<file path="config.mk">
export PLATFORM = sky130hd
export DESIGN_NAME = scan_converter_top
export DESIGN_NICKNAME = d
export VERILOG_FILES = /design/src/verilog/scan_cfg_pkg.sv /design/src/verilog/scan_pipe_pkg.sv /design/src/verilog/scan_converter_top.sv /design/src/verilog/output_compose.sv /design/src/verilog/scanline_gen.sv /design/src/verilog/pipe_delay.sv /design/src/verilog/video_timing_gen.sv /design/src/verilog/scan_cfg_decode.sv
export SDC_FILE = /design/constraint.sdc
export NUM_CORES = 1
export LEC_CHECK = 0
export ABC_AREA = 1
export BUFFER_PORTS_ARGS = -buffer_cell sky130_fd_sc_hd__buf_2
export CAP_MARGIN = 20
export CELL_PAD_IN_SITES_DETAIL_PLACEMENT = 1
export CELL_PAD_IN_SITES_GLOBAL_PLACEMENT = 1
export CORE_AREA = 2 2 221 223
export DETAILED_ROUTE_END_ITERATION = 10
export DIE_AREA = 0 0 223 225
export PLACE_DENSITY = 0.77
export SLEW_MARGIN = 30
export SYNTH_ARGS = -nofsm -noshare
export SYNTH_HDL_FRONTEND = slang
export SYNTH_SLANG_ARGS = --single-unit
</file>
<file path="constraint.sdc">
create_clock -name PCLK_OUT_i -period 5 [get_ports PCLK_OUT_i]
set_input_delay 1.5 -clock PCLK_OUT_i [delete_from_list [all_inputs] [get_ports PCLK_OUT_i]]
set_output_delay 1.5 -clock PCLK_OUT_i [all_outputs]
set_load 0.05 [all_outputs]
</file>
<file path="src/verilog/scan_cfg_pkg.sv">
// Configuration field types for the scan converter output stage
// Timing, window, scanline and mask settings with their bit widths
`default_nettype none

package scan_cfg_pkg;

    localparam int H_W     = 12;
    localparam int V_W     = 11;
    localparam int SL_ROWS = 6;

    // Raw timing fields plus precomputed active window bounds
    typedef struct packed {
        logic [H_W-1:0] h_total;
        logic [H_W-1:0] h_active;
        logic [7:0]     h_synclen;
        logic [8:0]     h_backporch;
        logic [V_W-1:0] v_total;
        logic [V_W-1:0] v_active;
        logic [3:0]     v_synclen;
        logic [8:0]     v_backporch;
        logic [H_W-1:0] h_act_start;
        logic [H_W-1:0] h_act_end;
        logic [V_W-1:0] v_act_start;
        logic [V_W-1:0] v_act_end;
    } timing_cfg_t;

    typedef struct packed {
        logic [H_W-1:0] x_offset;
        logic [H_W-1:0] x_size;
        logic [V_W-1:0] y_offset;
        logic [V_W-1:0] y_size;
    } window_cfg_t;

    // Entry 0 of str and overlay belongs to the first row of each group
    typedef struct packed {
        logic [SL_ROWS-1:0][3:0] str;
        logic [SL_ROWS-1:0]      overlay;
        logic [2:0]              interval;
    } sl_cfg_t;

    typedef struct packed {
        logic [3:0] br;
        logic [2:0] color;    // R, G, B enables from msb down
        logic       tp_en;
    } mask_cfg_t;

endpackage

`default_nettype wire
</file>
<file path="src/verilog/scan_pipe_pkg.sv">
// Pipeline stage numbering for the output path
// Pixel and sync bundle types carried between stages
`default_nettype none

package scan_pipe_pkg;

    // Stage in which each block's result becomes valid
    localparam int PP_TIMING_END = 1;
    localparam int PP_SRC_END    = 2;
    localparam int PP_SL_LENGTH  = 2;
    localparam int PP_SL_END     = PP_SRC_END + PP_SL_LENGTH;
    localparam int PP_OUT_END    = PP_SL_END + 1;
    localparam int PP_LATENCY    = PP_OUT_END;

    typedef struct packed {
        logic [7:0] r;
        logic [7:0] g;
        logic [7:0] b;
    } pixel_t;

    typedef struct packed {
        logic                        hsync;
        logic                        vsync;
        logic                        de;
        logic [scan_cfg_pkg::H_W-1:0] xpos;
        logic [scan_cfg_pkg::V_W-1:0] ypos;
    } sync_t;

    // Inactive sync levels, syncs are active low
    localparam sync_t SYNC_IDLE = '{hsync: 1'b1, vsync: 1'b1, default: '0};

endpackage

`default_nettype wire

</file>
<file path="src/verilog/scan_converter_top.sv">
// Scan converter output stage top level
// Decode, timing and scanline execute, then output compose
`timescale 1ns/1ps
`default_nettype none

module scan_converter_top (
    input  wire                          PCLK_OUT_i,
    input  wire                          rst_n_i,
    input  wire [31:0]                   hv_cfg_i,
    input  wire [31:0]                   hv_cfg2_i,
    input  wire [31:0]                   hv_cfg3_i,
    input  wire [31:0]                   win_cfg_i,
    input  wire [31:0]                   sl_cfg_i,
    input  wire [31:0]                   misc_cfg_i,
    input  wire scan_pipe_pkg::pixel_t   pix_i,
    output logic [7:0]                   R_o,
    output logic [7:0]                   G_o,
    output logic [7:0]                   B_o,
    output logic                         HSYNC_o,
    output logic                         VSYNC_o,
    output logic                         DE_o,
    output logic [scan_cfg_pkg::H_W-1:0] xpos_o,
    output logic [scan_cfg_pkg::V_W-1:0] ypos_o
);
    import scan_cfg_pkg::*;
    import scan_pipe_pkg::*;

    timing_cfg_t timing;
    window_cfg_t window;
    sl_cfg_t     sl_cfg;
    mask_cfg_t   mask_cfg;
    sync_t       sync_tg;
    sync_t       sync_out;
    pixel_t      pix_src;
    pixel_t      pix_sl;
    logic [2:0]  row_tg;
    logic [2:0]  row_sl;

    scan_cfg_decode scan_cfg_decode_inst (
        .PCLK_OUT_i (PCLK_OUT_i),
        .rst_n_i    (rst_n_i),
        .hv_cfg_i   (hv_cfg_i),
        .hv_cfg2_i  (hv_cfg2_i),
        .hv_cfg3_i  (hv_cfg3_i),
        .win_cfg_i  (win_cfg_i),
        .sl_cfg_i   (sl_cfg_i),
        .misc_cfg_i (misc_cfg_i),
        .timing_o   (timing),
        .window_o   (window),
        .sl_o       (sl_cfg),
        .mask_o     (mask_cfg)
    );

    video_timing_gen video_timing_gen_inst (
        .PCLK_OUT_i    (PCLK_OUT_i),
        .rst_n_i       (rst_n_i),
        .timing_i      (timing),
        .sl_interval_i (sl_cfg.interval),
        .sync_o        (sync_tg),
        .row_idx_o     (row_tg)
    );

    // Sync waits for the scanlined pixel
    pipe_delay #(
        .T       (sync_t),
        .DEPTH   (PP_SL_END - PP_TIMING_END),
        .RST_VAL (SYNC_IDLE)
    ) sync_delay_inst (
        .PCLK_OUT_i (PCLK_OUT_i),
        .rst_n_i    (rst_n_i),
        .d_i        (sync_tg),
        .q_o        (sync_out)
    );

    // Source capture of the external pixel
    pipe_delay #(
        .T     (pixel_t),
        .DEPTH (PP_SRC_END - PP_TIMING_END)
    ) pix_capture_inst (
        .PCLK_OUT_i (PCLK_OUT_i),
        .rst_n_i    (rst_n_i),
        .d_i        (pix_i),
        .q_o        (pix_src)
    );

    // Row only changes at line wrap, so a late row still covers the active part
    pipe_delay #(
        .T     (logic [2:0]),
        .DEPTH (PP_SL_LENGTH)
    ) row_delay_inst (
        .PCLK_OUT_i (PCLK_OUT_i),
        .rst_n_i    (rst_n_i),
        .d_i        (row_tg),
        .q_o        (row_sl)
    );

    scanline_gen scanline_gen_inst (
        .PCLK_OUT_i (PCLK_OUT_i),
        .pix_i      (pix_src),
        .row_idx_i  (row_sl),
        .sl_i       (sl_cfg),
        .pix_o      (pix_sl)
    );

    output_compose output_compose_inst (
        .PCLK_OUT_i (PCLK_OUT_i),
        .rst_n_i    (rst_n_i),
        .sync_i     (sync_out),
        .pix_i      (pix_sl),
        .window_i   (window),
        .mask_i     (mask_cfg),
        .R_o        (R_o),
        .G_o        (G_o),
        .B_o        (B_o),
        .HSYNC_o    (HSYNC_o),
        .VSYNC_o    (VSYNC_o),
        .DE_o       (DE_o),
        .xpos_o     (xpos_o),
        .ypos_o     (ypos_o)
    );

endmodule

`default_nettype wire

</file>
<file path="src/verilog/output_compose.sv">
// Output stage with window border mask and x-xor-y test pattern
`timescale 1ns/1ps
`default_nettype none

module output_compose (
    input  wire                          PCLK_OUT_i,
    input  wire                          rst_n_i,
    input  wire scan_pipe_pkg::sync_t    sync_i,
    input  wire scan_pipe_pkg::pixel_t   pix_i,
    input  wire scan_cfg_pkg::window_cfg_t window_i,
    input  wire scan_cfg_pkg::mask_cfg_t mask_i,
    output logic [7:0]                   R_o,
    output logic [7:0]                   G_o,
    output logic [7:0]                   B_o,
    output logic                         HSYNC_o,
    output logic                         VSYNC_o,
    output logic                         DE_o,
    output logic [scan_cfg_pkg::H_W-1:0] xpos_o,
    output logic [scan_cfg_pkg::V_W-1:0] ypos_o
);
    import scan_cfg_pkg::*;
    import scan_pipe_pkg::*;

    logic       x_in;
    logic       y_in;
    logic [7:0] tp_val;
    logic [7:0] mask_lvl;
    pixel_t     mask_pix;
    sync_t      sync_q;
    pixel_t     pix_q;

    // One extra bit so offset plus size cannot wrap
    assign x_in = (sync_i.xpos >= window_i.x_offset) &&
                  ((H_W+1)'(sync_i.xpos) < (H_W+1)'(window_i.x_offset) + window_i.x_size);
    assign y_in = (sync_i.ypos >= window_i.y_offset) &&
                  ((V_W+1)'(sync_i.ypos) < (V_W+1)'(window_i.y_offset) + window_i.y_size);

    assign tp_val   = sync_i.xpos[7:0] ^ sync_i.ypos[7:0];
    assign mask_lvl = {2{mask_i.br}};
    assign mask_pix = '{r: mask_i.color[2] ? mask_lvl : 8'h00,
                        g: mask_i.color[1] ? mask_lvl : 8'h00,
                        b: mask_i.color[0] ? mask_lvl : 8'h00};

    always_ff @(posedge PCLK_OUT_i) begin
        if (!rst_n_i) begin
            sync_q <= SYNC_IDLE;
            pix_q  <= '0;
        end else begin
            sync_q <= sync_i;
            if (mask_i.tp_en) begin
                pix_q <= '{r: tp_val, g: tp_val, b: tp_val};
            end else if (x_in && y_in) begin
                pix_q <= pix_i;
            end else begin
                pix_q <= mask_pix;
            end
        end
    end

    assign R_o     = pix_q.r;
    assign G_o     = pix_q.g;
    assign B_o     = pix_q.b;
    assign HSYNC_o = sync_q.hsync;
    assign VSYNC_o = sync_q.vsync;
    assign DE_o    = sync_q.de;
    assign xpos_o  = sync_q.xpos;
    assign ypos_o  = sync_q.ypos;

endmodule

`default_nettype wire

</file>
<file path="src/verilog/scanline_gen.sv">
// Line-based scanline stage, two cycles
// Looks up the row strength, then subtracts it from each channel
`timescale 1ns/1ps
`default_nettype none

module scanline_gen (
    input  wire                      PCLK_OUT_i,
    input  wire scan_pipe_pkg::pixel_t pix_i,
    input  wire [2:0]                row_idx_i,
    input  wire scan_cfg_pkg::sl_cfg_t sl_i,
    output scan_pipe_pkg::pixel_t    pix_o
);
    import scan_cfg_pkg::*;
    import scan_pipe_pkg::*;

    logic       row_on;
    logic [7:0] thold_q;
    pixel_t     pix_q;

    function automatic logic [7:0] sat_sub(input logic [7:0] a, input logic [7:0] b);
        return (a > b) ? a - b : 8'h00;
    endfunction

    // Rows past the last strength entry never draw
    assign row_on = (row_idx_i < 3'(SL_ROWS)) && sl_i.overlay[row_idx_i];

    // Cycle 1: threshold is (strength+1)*16-1
    always_ff @(posedge PCLK_OUT_i) begin
        pix_q <= pix_i;
        if (row_on) begin
            thold_q <= {sl_i.str[row_idx_i], 4'hf};
        end else begin
            thold_q <= 8'h00;
        end
    end

    // Cycle 2
    always_ff @(posedge PCLK_OUT_i) begin
        pix_o.r <= sat_sub(pix_q.r, thold_q);
        pix_o.g <= sat_sub(pix_q.g, thold_q);
        pix_o.b <= sat_sub(pix_q.b, thold_q);
    end

endmodule

`default_nettype wire

</file>
<file path="src/verilog/pipe_delay.sv">
// Fixed-depth register delay line for any packed payload type
`timescale 1ns/1ps
`default_nettype none

module pipe_delay #(
    parameter type T       = logic,
    parameter int  DEPTH   = 1,
    parameter T    RST_VAL = T'(0)
) (
    input  wire    PCLK_OUT_i,
    input  wire    rst_n_i,
    input  wire T  d_i,
    output T       q_o
);

    T pipe_q [DEPTH];

    always_ff @(posedge PCLK_OUT_i) begin
        if (!rst_n_i) begin
            for (int i = 0; i < DEPTH; i++) begin
                pipe_q[i] <= RST_VAL;
            end
        end else begin
            pipe_q[0] <= d_i;
            for (int i = 1; i < DEPTH; i++) begin
                pipe_q[i] <= pipe_q[i-1];
            end
        end
    end

    assign q_o = pipe_q[DEPTH-1];

endmodule

`default_nettype wire

</file>
<file path="src/verilog/video_timing_gen.sv">
// Free-running horizontal and vertical counters
// Produces HSYNC, VSYNC, DE, active x/y positions and the scanline row
`timescale 1ns/1ps
`default_nettype none

module video_timing_gen (
    input  wire                        PCLK_OUT_i,
    input  wire                        rst_n_i,
    input  wire scan_cfg_pkg::timing_cfg_t timing_i,
    input  wire [2:0]                  sl_interval_i,
    output scan_pipe_pkg::sync_t       sync_o,
    output logic [2:0]                 row_idx_o
);
    import scan_cfg_pkg::*;
    import scan_pipe_pkg::*;

    logic [H_W-1:0] h_cnt;
    logic [V_W-1:0] v_cnt;
    logic [V_W-1:0] v_next;
    logic           h_last;
    logic           h_in;
    logic           v_in;

    assign h_last = (h_cnt == timing_i.h_total - 1'b1);
    assign v_next = (v_cnt == timing_i.v_total - 1'b1) ? '0 : v_cnt + 1'b1;
    assign h_in   = (h_cnt >= timing_i.h_act_start) && (h_cnt < timing_i.h_act_end);
    assign v_in   = (v_cnt >= timing_i.v_act_start) && (v_cnt < timing_i.v_act_end);

    // Row index moves at the line wrap so it is steady over the whole line
    always_ff @(posedge PCLK_OUT_i) begin
        if (!rst_n_i) begin
            h_cnt     <= '0;
            v_cnt     <= '0;
            row_idx_o <= '0;
        end else if (h_last) begin
            h_cnt <= '0;
            v_cnt <= v_next;
            if ((v_next == timing_i.v_act_start) || (row_idx_o == sl_interval_i)) begin
                row_idx_o <= '0;
            end else begin
                row_idx_o <= row_idx_o + 1'b1;
            end
        end else begin
            h_cnt <= h_cnt + 1'b1;
        end
    end

    always_ff @(posedge PCLK_OUT_i) begin
        if (!rst_n_i) begin
            sync_o <= SYNC_IDLE;
        end else begin
            sync_o.hsync <= (h_cnt >= H_W'(timing_i.h_synclen));
            sync_o.vsync <= (v_cnt >= V_W'(timing_i.v_synclen));
            sync_o.de    <= h_in && v_in;
            // Positions only move inside the active area
            if (h_in && v_in) begin
                if (h_cnt == timing_i.h_act_start) begin
                    sync_o.xpos <= '0;
                    if (v_cnt == timing_i.v_act_start) begin
                        sync_o.ypos <= '0;
                    end else begin
                        sync_o.ypos <= sync_o.ypos + 1'b1;
                    end
                end else begin
                    sync_o.xpos <= sync_o.xpos + 1'b1;
                end
            end
        end
    end

endmodule

`default_nettype wire

</file>
<file path="src/verilog/scan_cfg_decode.sv">
// Configuration decoder for the output stage
// Splits raw 32-bit words into typed settings, registered once
`timescale 1ns/1ps
`default_nettype none

module scan_cfg_decode (
    input  wire                        PCLK_OUT_i,
    input  wire                        rst_n_i,
    input  wire [31:0]                 hv_cfg_i,
    input  wire [31:0]                 hv_cfg2_i,
    input  wire [31:0]                 hv_cfg3_i,
    input  wire [31:0]                 win_cfg_i,
    input  wire [31:0]                 sl_cfg_i,
    input  wire [31:0]                 misc_cfg_i,
    output scan_cfg_pkg::timing_cfg_t  timing_o,
    output scan_cfg_pkg::window_cfg_t  window_o,
    output scan_cfg_pkg::sl_cfg_t      sl_o,
    output scan_cfg_pkg::mask_cfg_t    mask_o
);
    import scan_cfg_pkg::*;

    logic [H_W-1:0] h_act_start;
    logic [V_W-1:0] v_act_start;

    // Sync plus back porch gives the first active count
    assign h_act_start = H_W'(hv_cfg_i[31:24]) + H_W'(hv_cfg2_i[8:0]);
    assign v_act_start = V_W'(hv_cfg3_i[3:0]) + V_W'(hv_cfg3_i[12:4]);

    always_ff @(posedge PCLK_OUT_i) begin
        if (!rst_n_i) begin
            timing_o <= '0;
            window_o <= '0;
            sl_o     <= '0;
            mask_o   <= '0;
        end else begin
            timing_o.h_total     <= hv_cfg_i[11:0];
            timing_o.h_active    <= hv_cfg_i[23:12];
            timing_o.h_synclen   <= hv_cfg_i[31:24];
            timing_o.h_backporch <= hv_cfg2_i[8:0];
            timing_o.v_total     <= hv_cfg2_i[19:9];
            timing_o.v_active    <= hv_cfg2_i[30:20];
            timing_o.v_synclen   <= hv_cfg3_i[3:0];
            timing_o.v_backporch <= hv_cfg3_i[12:4];
            timing_o.h_act_start <= h_act_start;
            timing_o.h_act_end   <= h_act_start + hv_cfg_i[23:12];
            timing_o.v_act_start <= v_act_start;
            timing_o.v_act_end   <= v_act_start + hv_cfg2_i[30:20];

            // Y offset rides in the upper part of the third timing word
            window_o.x_offset <= win_cfg_i[11:0];
            window_o.x_size   <= win_cfg_i[23:12];
            window_o.y_offset <= hv_cfg3_i[23:13];
            window_o.y_size   <= misc_cfg_i[18:8];

            sl_o.str      <= sl_cfg_i[23:0];
            sl_o.overlay  <= sl_cfg_i[29:24];
            sl_o.interval <= misc_cfg_i[21:19];

            mask_o.br    <= misc_cfg_i[3:0];
            mask_o.color <= misc_cfg_i[6:4];
            mask_o.tp_en <= misc_cfg_i[7];
        end
    end

endmodule

`default_nettype wire

</file>
==> results of run 1 <==
## how the worst max path moves through the flow
stage	from	endpoint	cells after the start
3_3_place_gp	hv_cfg_i[24]	scan_cfg_decode_inst.timing_o[33]	22
2_1_floorplan	hv_cfg_i[24]	scan_cfg_decode_inst.timing_o[33]	21
4_1_cts	hv_cfg_i[24]	scan_cfg_decode_inst.timing_o[33]	22
5_1_grt	hv_cfg_i[24]	scan_cfg_decode_inst.timing_o[33]	22
3_5_place_dp	hv_cfg_i[24]	scan_cfg_decode_inst.timing_o[33]	22
6_report	hv_cfg_i[24]	scan_cfg_decode_inst.timing_o[33]	22
## area by class of cell
class	instances	area (µm²)
Fill cell	5941	24000
Multi-Input combinational cell	1574	9050
Inverter	540	2030
Timing Repair Buffer	244	1260
Clock inverter	35	636
Clock buffer	51	1220
Sequential cell	428	8570
Tap cell	615	769
## cell usage after synthesis, types with 6 or more instances
| master | count |
|---|---|
| sky130_fd_sc_hd__dfxtp_1 | 428 |
| sky130_fd_sc_hd__inv_2 | 9 |
| sky130_fd_sc_hd__a211oi_1 | 6 |
| sky130_fd_sc_hd__or2_2 | 12 |
| sky130_fd_sc_hd__o21ai_1 | 8 |
| sky130_fd_sc_hd__xnor2_1 | 18 |
| sky130_fd_sc_hd__fa_1 | 9 |
| sky130_fd_sc_hd__nor2_1 | 180 |
| sky130_fd_sc_hd__xor2_1 | 47 |
| sky130_fd_sc_hd__o32ai_1 | 8 |
| sky130_fd_sc_hd__nor3_1 | 29 |
| sky130_fd_sc_hd__clkbuf_1 | 43 |
| sky130_fd_sc_hd__nand2_2 | 6 |
| sky130_fd_sc_hd__a21oi_1 | 172 |
| sky130_fd_sc_hd__o21bai_1 | 10 |
| sky130_fd_sc_hd__o21a_1 | 8 |
| sky130_fd_sc_hd__nor4_1 | 6 |
| sky130_fd_sc_hd__nand4_1 | 43 |
| sky130_fd_sc_hd__nand2_1 | 596 |
| sky130_fd_sc_hd__o21ai_0 | 99 |
| sky130_fd_sc_hd__inv_1 | 530 |
| sky130_fd_sc_hd__ha_1 | 183 |
| sky130_fd_sc_hd__nand3_1 | 77 |
| sky130_fd_sc_hd__nor3b_1 | 8 |
## power by group through the flow
| stage | logic [mW] | registers [mW] | clock network [mW] |
|---|---|---|---|
| 6_report | 1.02 | 3.65 | 4.10 |
| 2_1_floorplan | 0.684 | 3.71 | 0 |
| 3_5_place_dp | 1.01 | 3.73 | 0 |
| 4_1_cts | 1.03 | 3.66 | 4.20 |
| 3_3_place_gp | 0.948 | 3.73 | 0 |
| 5_1_grt | 1.17 | 3.67 | 4.33 |
## layer usage
| metal | track usage | up-vias | part of all wire |
|---|---|---|---|
| met2 | 0.376 | 261 | 0.48 |
| met1 | 0.260 | 7802 | 0.45 |
| li1 | - | 8551 | - |
| met4 | 0.0924 | 0 | 0.039 |
| met5 | 0 | - | 0 |
| met3 | 0.0275 | 106 | 0.032 |
## logic make-up (layout without fill, tap and decap cells)
family,after synthesis,after routing,synth area share
compound gates,338,338,0.0937
xor+xnor,66,66,0.0295
fa+ha+maj,192,192,0.124
buf+inv,597,870,0.114
flops,428,428,0.431
simple gates,978,978,0.207
## registers in the layout (all words and copies together) (netlist names), 3 cells and up
register,cells
row_delay_inst.pipe_q,6
video_timing_gen_inst.v_cnt,11
video_timing_gen_inst.h_cnt,12
scanline_gen_inst.pix_o,24
pix_capture_inst.pipe_q,24
scan_cfg_decode_inst.sl_o,33
output_compose_inst.G_o,8
scan_cfg_decode_inst.mask_o,8
scan_cfg_decode_inst.timing_o,78
output_compose_inst.B_o,8
video_timing_gen_inst.sync_o,26
scanline_gen_inst.pix_q,24
sync_delay_inst.pipe_q,78
scan_cfg_decode_inst.window_o,46
video_timing_gen_inst.row_idx_o,3
output_compose_inst.ypos_o,11
output_compose_inst.R_o,8
scanline_gen_inst.thold_q,5
output_compose_inst.xpos_o,12
## worst max-delay path, stage by stage
cell	delay, ns
sky130_fd_sc_hd__buf_2	0.09
sky130_fd_sc_hd__ha_1	0.18
sky130_fd_sc_hd__inv_1	0.06
sky130_fd_sc_hd__fa_1	0.39
sky130_fd_sc_hd__nor2_1	0.17
sky130_fd_sc_hd__nor2_1	0.06
sky130_fd_sc_hd__o21bai_1	0.19
sky130_fd_sc_hd__a21oi_1	0.09
sky130_fd_sc_hd__o21ai_0	0.27
sky130_fd_sc_hd__xor2_1	0.25
sky130_fd_sc_hd__inv_1	0.07
sky130_fd_sc_hd__ha_1	0.34
sky130_fd_sc_hd__nand2_1	0.09
sky130_fd_sc_hd__o21ai_0	0.17
sky130_fd_sc_hd__a21oi_1	0.09
sky130_fd_sc_hd__nor2_1	0.09
sky130_fd_sc_hd__o21ai_0	0.07
sky130_fd_sc_hd__nand2_1	0.12
sky130_fd_sc_hd__nand2_1	0.07
sky130_fd_sc_hd__a21boi_0	0.25
sky130_fd_sc_hd__o21ai_0	0.16
sky130_fd_sc_hd__a21oi_1	0.19
## per-stage QoR
stage,util,power (mW),hold slack (ns),worst slack (ns),cells
after floorplan,-,4.39,0.310,0.611,2599
after global placement,0.455,4.67,0.311,0.207,3401
after detailed placement,0.455,4.74,0.313,0.0591,3401
after CTS,0.494,8.89,0.319,0.642,3487
after global routing,0.495,9.18,0.332,0.204,3487
final,0.495,8.78,0.321,0.547,3487
==> impl.org, run 1 <==
** Run status
- Status :: completed

** Worst setup path
- The endpoint identified for the worst register-to-register timing path is output_compose_inst.G_o[2].
- Setup slack on the worst reg-to-reg path comes out at 0.86 ns.
- R2R Path Start :: scan_cfg_decode_inst.window_o[34]
- In this run the worst path has a maximum fanout of 5.
- Data required, critical path :: 5.50 ns
- Data arrival time of the critical path :: 4.95 ns
- Path type of the worst setup path :: primary input to flop
- Worst setup SP type :: primary input
- The worst setup path is captured at a flop.
- Measured in cells, the most critical reg-to-reg path has a length of 23.

** Clock tree
- Post-CTS setup repair buffer count :: 0
- CTS saw 428 sinks.
- Clock-pin slew reported for the worst setup and hold paths after clock tree synthesis :: 0.06 ns
- Counting along the longest clock path gives a buffer depth of 3.
- Gates resized, CTS repair :: 0
- Post-CTS Hold Fix Bufs :: 0
- Clock tree synthesis inserted a total of 47 buffers.
- The H-tree generated during clock tree synthesis spans 2 levels.
- The root buffer cell chosen for the clock tree is sky130_fd_sc_hd__clkbuf_16.
- Clock latency at the later pin of the worst-skew pair :: 0.58 ns
- TritonCTS clock tree :: yes

** Pwr
- Cell internal pwr :: 6.62 mW
- IR analysis of the VDD net gives a maximum drop of 191 µV.
- The analysis attributes to net switching a power of 2.16 mW.
- The analysis attributes to cell leakage a power of 13.0 nW.
- Of the total power, the clock network draws 0.468.
- The share of total power dissipated in combinational logic is 0.116.
- Of the total power, the share spent switching nets is 0.246.
- In this run the power density over the cells is 373 nW/µm².
- Part of the power in registers :: 0.416

** Timing
- Timing would allow up to 225 MHz.
- Of the available clock period, the critical path in the final layout requires 0.891.
- Count of endpoints failing hold in the final timing report :: 0
- Fin crit period :: 4.45 ns
- For the pin with the worst max-slew slack, the measured transition is 0.855 ns.
- Max-Slew Margin vs Limit :: 0.424
- RSZ-0062 raised after global routing :: false
- Total Negative Setup Slacks :: 0 ns
- Setup violations remaining at the end of the flow were counted as 0.
- Final Skew :: 0.0126 ns
- The max-slew violation count came to 0.

** Place
- Post-placement cell area :: 21600 µm²
- In this run the tool buffered the top-level ports with 238 buffer cells.
- Weighted congestion reported at the end of routability-driven placement :: 0.876
- DP HPWL :: 40.0 mm

** Floorplan
- The die is 225 µm tall.
- The die covers 50200 µm².
- Placeable core region :: 47500 µm²
- The die is 223 µm wide.
- Cell Rows :: 80
- Num ports :: 268
- The initial utilization of the core area, before any placement, comes to 0.418.

** Finish
- In the layout the commonest cells are 596 x sky130_fd_sc_hd__nand2_1, 528 x sky130_fd_sc_hd__inv_1, 428 x sky130_fd_sc_hd__dfxtp_1.
- The area growth from synthesis to layout is 18.4%.
- Of the cells placed in the final design, the portion with a size suffix greater than 1 is 0.132.
- Summing all non-filler instances in the final layout gives an area of 23500 µm².
- After the last flow step, the layout net total stands at 3245.
- 0 antenna diodes ended up in the layout.
- Leaving out fill and tap cells, the most frequent cell in the layout is sky130_fd_sc_hd__nand2_1.

** Global routing
- The via count of the first global-routing pass came to 17906.
- The first global-routing pass estimated 87.0 mm of wire.
- Entering global routing, the biggest net connects 143 pins.
- The number of antenna violations at the first check in global routing was 1.
- Combined global-route utilization of all metal layers :: 0.213
- Total gr overflow :: 0

** Worst hold path
- The worst hold path terminates at scanline_gen_inst.pix_q[9].
- The worst hold path begins at pix_capture_inst.pipe_q[0][9].
- Worst Hold Class :: flop to flop
- Hold Path Stages :: 0

** Synth
- Of the post-synthesis cell area, the dominant cell type holds 0.431.
- The synthesized design contains 428 register bits.
- By area the synthesized netlist is led by sky130_fd_sc_hd__dfxtp_1 43%, sky130_fd_sc_hd__ha_1 12%, sky130_fd_sc_hd__nand2_1 11%.
- A synthesized cell averages 7.64 µm².
- When the netlist entered floorplanning its net count stood at 3009.
- The synthesized design spends more area on one cell type than any other, namely sky130_fd_sc_hd__dfxtp_1.
- Total number of yosys warnings :: 0
- Post-synth design cell area :: 19900 µm²
- For this run, the register share of the synthesized area comes to 0.431.
- Number of flops mapped to enable cells by yosys :: 0
- Dominant register cell in the synthesized netlist :: sky130_fd_sc_hd__dfxtp_1
- The netlist uses 50 different library cells.
- Of all flip-flops after synthesis, the portion carrying an async set or reset was 0.
- In the synthesized netlist, the number of instances is 2599.

** Routing
- The detailed router placed 16720 vias in this run.
- DRT antenna net count :: 0
- Aggregate routed wire length :: 53.0 mm
- Using the TritonRoute via totals, the vias-per-cell ratio works out to 4.79.
- Post-route DRC :: 0
- After detailed routing, the average wire length per cell comes to 15.2 µm.
- For this run, the detailed router's first-pass iteration total came to 4.
- For this block, the initial DRC count from the detailed router was 490.

** Flow run
- MaxCap Viol Count :: 0
(Power assumes the default switching activity.)
==> run 2, diff against run 1 <==
Clock period 5 ns to 4.82 ns, I/O delays scaled along.
==> run 2 against run 1 <==
First-iteration DRC count rose by 9.4%. Via count up 0.12%. Largest cell class unchanged. Non-clock buffer count increased by 3. Worst setup slack got worse by 0.080 ns. Core utilization down 0.44 points. Critical path type unchanged. Total power is 2.3% lower. Critical endpoint unchanged. Global-route usage decreased by 0.17 points.
==> impl.org, run 2 (synthesized netlist as in run 1, its figures left out) <==
** Finish
- Final non-filler cell area :: 23300 µm² (-0.90%)
- The final core area utilization was 0.490 (-0.00445).
- The area taken by flip-flops and latches came to 8570 µm² (unchanged).
- The multi-input logic area is 9040 µm² (about the same).
- Commonest non-fill, non-tap cell in the layout :: sky130_fd_sc_hd__nand2_1
- The number of nets in the final layout was 3249 (+0.12%).
- In the layout the commonest cells are 596 x sky130_fd_sc_hd__nand2_1, 529 x sky130_fd_sc_hd__inv_1, 428 x sky130_fd_sc_hd__dfxtp_1.
- The number of antenna repair diodes is 0 (unchanged).
- Non-filler instance count after layout :: 3491 (+0.11%)
- Synth-to-layout area growth :: 17.4%
- Share of layout cells above drive strength 1 :: 0.130 (-0.00123)
- The count of filler cells inserted in the layout was 5889 (-0.88%).
- Top flop regs :: scan_cfg_decode_inst.timing_o x78, sync_delay_inst.pipe_q x78, scan_cfg_decode_inst.window_o x46

** Floorplan
- Placeable core region :: 47500 µm² (unchanged)
- Cell Rows :: 80 (unchanged)
- The number of placed I/O pins is 268 (unchanged).
- Area of the die :: 50200 µm² (unchanged)
- Starting utilization of the core area :: 0.418 (unchanged)
- The die width is 223 µm (unchanged).
- Height of the die :: 225 µm (unchanged)

** Clock tree
- TritonCTS built the clock tree.
- Post-CTS setup repair buffer count :: 0 (unchanged)
- Gates resized, CTS repair :: 0 (unchanged)
- Clock tree synthesis selected as its root buffer the cell sky130_fd_sc_hd__clkbuf_16.
- The clock latency on the worst-skew pair came to 0.59 ns (about the same).
- TritonCTS Buffers :: 48 (+2.1%)
- Clock sink total :: 428 (unchanged)
- Clock-pin slew reported for the worst setup and hold paths after clock tree synthesis :: 0.06 ns (about the same)
- The maximum buffer depth of the clock tree was 3 (unchanged).
- CTS HTree Levels :: 2 (unchanged)
- Post-CTS Hold Fix Bufs :: 0 (unchanged)

** Place
- The post-place setup slack was -0.00459 ns (-0.0637 ns).
- The total placed instance area was 21700 µm² (+0.10%).
- Buffers on Ports :: 238 (unchanged)
- Number of placed instances, taps included :: 3404 (+0.088%)
- DP HPWL :: 40.0 mm (about the same)
- The routability congestion estimate from global placement came to 0.888 (+1.4%).

** Global routing
- The number of antenna violations at the first check in global routing was 0 (-1).
- The via count of the first global-routing pass was 17725 (-1.0%).
- Combined global-route utilization of all metal layers :: 0.211 (-0.00171)
- The maximum number of pins on one net before global-route repair is 157 (+9.8%).
- Global-route wire length before repair :: 86.8 mm (-0.28%)
- The overall overflow remaining after global route came to 0 (unchanged).

** Timing
- The count of final setup violators was 0 (unchanged).
- Maximum operating frequency :: 230 MHz
- The worst-case headroom to the max-slew limit is 0.385 (-0.0393).
- The number of hold-slack violations in the final timing report came to 0 (unchanged).
- The worst hold slack is 0.304 ns (-0.0165 ns).
- Final worst slack :: 0.467 ns (-0.0801 ns)
- Final Cycle Share :: 0.903
- Setup repair after global routing left no endpoint under its margin.
- The accumulated negative setup slack was 0 ns (unchanged).
- The final setup skew was 0.0285 ns (+0.0158 ns).
- The smallest clock period supported by the final layout is computed as 4.35 ns.
- Final Slew Violations :: 0 (unchanged)
- Actual slew at the worst max-slew pin :: 0.921 ns (+0.0658 ns)

** Pwr
- Part of the power in the clock network :: 0.435 (-0.033)
- The switching part of the total power was 0.255 (+0.00906).
- The proportion of power drawn by flip-flops and latches was 0.442 (+0.026).
- Switching pwr :: 2.19 mW (+1.3%)
- Leak :: 12.9 nW (-0.41%)
- Cell internal pwr :: 6.38 mW (-3.5%)
- Logic gate share of total power :: 0.123 (+0.007)
- The total chip power came to 8.57 mW (-2.3%).
- The total power per unit cell area was 368 nW/µm² (-1.4%).
- The maximum vdd drop came to 222 µV (+16%).

** Worst setup path
- Endpoint type of the worst setup path :: flop
- Data required, critical path :: 5.26 ns (-0.24 ns)
- The worst endpoint data arrival time came to 4.79 ns (-0.16 ns).
- Path depth of the worst reg2reg path :: 23 (unchanged)
- Path type of the worst setup path :: primary input to flop
- The critical path ends at scan_cfg_decode_inst.timing_o[33].
- Worst setup SP type :: primary input
- R2R Path Start :: scan_cfg_decode_inst.window_o[34]
- Reg-to-reg slack, setup :: 0.70 ns (-0.16 ns)
- The most critical setup path has its startpoint at hv_cfg_i[24].
- In this run the critical register-to-register path is captured at output_compose_inst.R_o[7].
- The largest fanout on the critical path is 3 (-2).

** Routing
- Per-cell routed wire length :: 14.9 µm (-1.8%)
- The remaining routing DRC violations came to 0 (unchanged).
- The starting DRC count in detailed routing was 536 (+9.4%).
- Aggregate routed wire length :: 52.1 mm (-1.7%)
- The detailed-route via count came to 16740 (+0.12%).
- Drt via density :: 4.80 (about the same)
- The remaining number of nets flagged by the antenna check after routing was 0 (unchanged).
- DR pass1 iterations :: 4 (unchanged)

** Worst hold path
- In this run the worst hold path is classified as flop to flop.

** Flow run
- The reported max-cap violation count is 0 (unchanged).

** Run status
- Status :: completed
[run 2: cell type report]
class,count,share of cell area
Clock buffer,65,0.0590
Clock inverter,22,0.0109
Tap cell,615,0.0330
Multi-Input combinational cell,1574,0.388
Timing Repair Buffer,247,0.0550
Sequential cell,428,0.367
Inverter,540,0.0869
[run 2: worst max-delay path, cell delays in order]
cell and delay (ns):
sky130_fd_sc_hd__buf_2 0.09, sky130_fd_sc_hd__ha_1 0.16, sky130_fd_sc_hd__inv_1 0.06, sky130_fd_sc_hd__fa_1 0.39, sky130_fd_sc_hd__nor2_1 0.17, sky130_fd_sc_hd__nor2_1 0.06, sky130_fd_sc_hd__o21bai_1 0.18, sky130_fd_sc_hd__a21oi_1 0.11
sky130_fd_sc_hd__o21ai_0 0.29, sky130_fd_sc_hd__xor2_1 0.23, sky130_fd_sc_hd__inv_1 0.06, sky130_fd_sc_hd__ha_1 0.30, sky130_fd_sc_hd__a21oi_1 0.14, sky130_fd_sc_hd__o21ai_0 0.10, sky130_fd_sc_hd__a21oi_1 0.22, sky130_fd_sc_hd__nor2_1 0.06
sky130_fd_sc_hd__o21ai_0 0.16, sky130_fd_sc_hd__nand2_1 0.12, sky130_fd_sc_hd__nand2_1 0.08, sky130_fd_sc_hd__a21boi_0 0.10, sky130_fd_sc_hd__o21ai_0 0.17, sky130_fd_sc_hd__a21oi_1 0.07
[run 2: layer usage]
metal  wire length [µm]  track usage  vias to the layer above
li1                   -            -                     8566
met1              23800        0.261                     7838
met2              25200        0.378                      244
met3               1560       0.0271                       92
met4               1510       0.0717                        0
met5                  0            0                        -
[run 2: how the worst min path moves through the flow]
stage / startpoint / to / slack (ns) / cells after the start
floorplan: pix_capture_inst.pipe_q[0][0] / scanline_gen_inst.pix_q[0] / 0.31 / 0
global placement: pix_capture_inst.pipe_q[0][11] / scanline_gen_inst.pix_q[11] / 0.31 / 0
detailed placement: pix_capture_inst.pipe_q[0][0] / scanline_gen_inst.pix_q[0] / 0.31 / 0
CTS: pix_capture_inst.pipe_q[0][9] / scanline_gen_inst.pix_q[9] / 0.30 / 0
global route: pix_capture_inst.pipe_q[0][9] / scanline_gen_inst.pix_q[9] / 0.31 / 0
finish: pix_capture_inst.pipe_q[0][9] / scanline_gen_inst.pix_q[9] / 0.30 / 0
[run 2: power groups by stage]
stage	combinational (mW)	sequential [mW]	clock, mW
2_1_floorplan	0.710	3.85	0
3_3_place_gp	0.989	3.86	0
3_5_place_dp	1.05	3.87	0
4_1_cts	1.06	3.79	3.84
5_1_grt	1.22	3.81	3.99
6_report	1.05	3.79	3.73
==> run 3, diff against run 2 <==
Settings changed: CORE_AREA 2 2 221 223 to 2 2 234 236, DIE_AREA 0 0 223 225 to 0 0 236 238, PLACE_DENSITY 0.77 to 0.78, SYNTH_HIERARCHICAL set to 1.
==> run 3 against run 2 <==
Register-to-register slack better by 0.33 ns. Die area rose by 12%. Total power grew 1.5%. Clock power fell by 2%. First-iteration DRC count down 3.9%. Synthesized area increased by 9.6%. Design area rose by 6.4%. Sequential share of layout area shrank 2.2 points. Wire length is 7.5% higher. Critical endpoint is now output_compose_inst/B_o[2].
==> impl.org, run 3 <==
** Global routing
- The overall global routing resource usage was 0.202 (-0.00945).
- The number of antenna violations at the first check in global routing came to 0 (unchanged).
- Global-route wire length before repair :: 93.9 mm (+8.3%)
- The via count of the first global-routing pass was 20057 (+13%).
- Pin count of the biggest net entering global routing :: 76 (-52%)
- Total gr overflow :: 0 (unchanged)

** Finish
- Non-filler instance count after layout :: 3880 (+11%)
- Leaving out fill and tap cells, the most frequent cell in the layout is sky130_fd_sc_hd__nand2_1.
- Relative to the synthesized area, the layout overhead comes to 14.0%.
- The number of antenna repair diodes was 0 (unchanged).
- Share of layout cells above drive strength 1 :: 0.138 (+0.00717)
- Most frequent cells in the layout :: 794 x sky130_fd_sc_hd__nand2_1, 602 x sky130_fd_sc_hd__inv_1, 428 x sky130_fd_sc_hd__dfxtp_1
- In the final layout, the registers with the most flip-flops are scan_cfg_decode_inst/timing_o x78, sync_delay_inst/pipe_q x78, scan_cfg_decode_inst/window_o x46.
- The number of nets in the final layout is 3563 (+9.7%).

** Timing
- The count of final setup violators came to 0 (unchanged).
- The worst hold slack was 0.308 ns (+0.00382 ns).
- Actual slew at the worst max-slew pin :: 0.906 ns (-0.0149 ns)
- Max-Slew Margin vs Limit :: 0.392 (+0.00684)
- Count of endpoints failing hold in the final timing report :: 0 (unchanged)
- Fin crit period :: 3.79 ns (-0.560 ns)
- Final Slew Violations :: 0 (unchanged)
- RSZ-0062 raised after global routing :: false
- Maximum operating frequency :: 264 MHz (+15%)
- Final Cycle Share :: 0.787 (-0.116)
- The final setup skew came to 0.0221 ns (-0.00643 ns).
- The accumulated negative setup slack is 0 ns (unchanged).

** Worst hold path
- The worst hold path terminates at scanline_gen_inst/pix_q[1].
- Source of the worst hold timing path :: pix_capture_inst/pipe_q[0][1]
- Worst Hold Class :: flop to flop
- Hold Path Stages :: 0 (unchanged)

** Worst setup path
- R2R Path Start :: scan_cfg_decode_inst/window_o[39]
- The largest fanout on the critical path came to 25 (+22).
- The length in cells of the worst reg-to-reg path was 20 (-13%).
- Path type of the worst setup path :: flop to flop
- The worst endpoint data arrival time was 4.29 ns (-0.50 ns).
- Worst setup SP type :: flop
- Start point of the critical path :: scan_cfg_decode_inst/window_o[39]
- In this run the critical register-to-register path is captured at output_compose_inst/B_o[2].
- STA classifies the critical path endpoint as a flop.
- The slack of the worst reg-to-reg path is 1.03 ns (+0.33 ns).
- The required time of the critical path is 5.31 ns (+0.05 ns).

** Floorplan
- Num ports :: 268 (unchanged)
- Height of the die :: 238 µm (+5.8%)
- The initial core utilization came to 0.407 (-0.0109).
- The core footprint was 53500 µm² (+13%).
- Width of the chip :: 236 µm (+5.8%)
- Area of the die :: 56200 µm² (+12%)
- Cell Rows :: 85 (+6.3%)

** Routing
- The wire length per cell is 14.4 µm (-3.3%).
- DRT antenna net count :: 0 (unchanged)
- Aggregate routed wire length :: 56.0 mm (+7.5%)
- Post-route DRC :: 0 (unchanged)
- DR pass1 iterations :: 4 (unchanged)
- The detailed-route via count was 18385 (+9.8%).
- The starting DRC count in detailed routing came to 515 (-3.9%).
- Drt via density :: 4.74 (-1.2%)

** Place
- The number of port buffers is 238 (unchanged).
- The routability congestion estimate from global placement was 0.895 (+0.70%).
- DP HPWL :: 43.8 mm (+9.5%)
- The instance count after placement with tap cells included was 3797 (+12%).

** Pwr
- The switching part of the total power was 0.269 (+0.0138).
- Part of the power in the clock network :: 0.421 (-0.014)
- The maximum vdd drop is 206 µV (-7.0%).
- Switching pwr :: 2.34 mW (+6.9%)
- Power density cells :: 351 nW/µm² (-4.6%)
- Part of the power in registers :: 0.435 (-0.007)
- Cell internal pwr :: 6.36 mW (-0.40%)
- The total leakage power came to 13.9 nW (+7.1%).
- Logic gate share of total power :: 0.144 (+0.021)

** Clock tree
- Clock tree synthesis selected as its root buffer the cell sky130_fd_sc_hd__clkbuf_16.
- TritonCTS clock tree :: yes
- The maximum buffer depth of the clock tree came to 3 (unchanged).
- TritonCTS Buffers :: 46 (-4.2%)
- Clock latency at the later pin of the worst-skew pair :: 0.59 ns (about the same)
- The number of sinks handled by clock tree synthesis is 428 (unchanged).
- The quantity of hold-fixing buffers added after cts was 0 (unchanged).
- The post-cts repair resize count was 0 (unchanged).
- Clock-pin slew reported for the worst setup and hold paths after clock tree synthesis :: 0.06 ns (about the same)
- The setup fix buffers added after clock tree synthesis came to 0 (unchanged).
- The maximum level of the CTS H-tree came to 2 (unchanged).

** Synth
- Syn Area/Cell :: 7.38 µm² (-3.5%)
- The cell count after synthesis was 2950 (+14%).
- The number of warnings printed during yosys synthesis was 6 (+6).
- The synthesized area came to 21800 µm² (+9.6%).

** Flow run
- The reported max-cap violation count was 0 (unchanged).

** Run status
- The flow ran to the end, and the final reports show no timing, DRC or antenna violations.
==> run 3: critical path, cell delays in order, from the launching register on <==
cell and delay, ns:
sky130_fd_sc_hd__dfxtp_1 0.32, sky130_fd_sc_hd__ha_1 0.37, sky130_fd_sc_hd__nand2_1 0.10, sky130_fd_sc_hd__o21ai_0 0.22, sky130_fd_sc_hd__a21oi_1 0.13, sky130_fd_sc_hd__o21ai_0 0.35, sky130_fd_sc_hd__nand2_1 0.09, sky130_fd_sc_hd__a21oi_1 0.14
sky130_fd_sc_hd__nor2_1 0.07, sky130_fd_sc_hd__xor2_1 0.14, sky130_fd_sc_hd__ha_1 0.28, sky130_fd_sc_hd__inv_1 0.06, sky130_fd_sc_hd__nor2_1 0.19, sky130_fd_sc_hd__nand4_1 0.16, sky130_fd_sc_hd__nand2_1 0.16, sky130_fd_sc_hd__inv_2 0.20
sky130_fd_sc_hd__nand2_4 0.26, sky130_fd_sc_hd__nand2_1 0.10, sky130_fd_sc_hd__nand2_1 0.08, sky130_fd_sc_hd__nand2_1 0.08, sky130_fd_sc_hd__a21oi_1 0.19
==> run 3: cell type report <==
type                       instances  area (µm²)
fill                            6739       28700
tap                              696         871
sequential                       428        8570
clock inverter                    25         315
inverter                         615        2310
multi-input combinational       1815       10200
timing repair buffer             243        1240
clock buffer                      58        1270
==> run 3: metal layers <==
metal / up-vias / wire length [µm] / GRT usage
met3: 103 / 1950 / 0.0317
li1: 9386 / - / -
met4: 0 / 1480 / 0.0637
met5: - / 0 / 0
met2: 274 / 28700 / 0.390
met1: 8622 / 23800 / 0.224
==> run 3: how the worst max path moves through the flow <==
stage,end,depth (start not counted)
finish,output_compose_inst/B_o[2],20
floorplan,scan_cfg_decode_inst/timing_o[7],14
global placement,scan_cfg_decode_inst/timing_o[33],18
detailed placement,scan_cfg_decode_inst/timing_o[33],18
CTS,output_compose_inst/B_o[6],20
global route,output_compose_inst/B_o[6],20
==> run 3: power by group through the flow <==
stage	Sequential [mW]	Clock (mW)	Combinational, mW
after CTS	3.79	3.78	1.27
final	3.79	3.66	1.25
after detailed placement	3.87	0	1.25
after global placement	3.86	0	1.19
after floorplan	3.85	0	0.902
after global routing	3.80	3.92	1.43
==> run 3: stage by stage <==
stage / power (mW) / util / setup WS, ns / instance area (µm²)
after CTS: 8.83 / 0.464 / 1.01 / 24800
after global placement: 5.06 / 0.434 / 0.939 / 23200
after global routing: 9.16 / 0.464 / 0.702 / 24800
after floorplan: 4.75 / - / 1.34 / 21800
after detailed placement: 5.12 / 0.434 / 0.922 / 23200
final: 8.70 / 0.464 / 1.03 / 24800
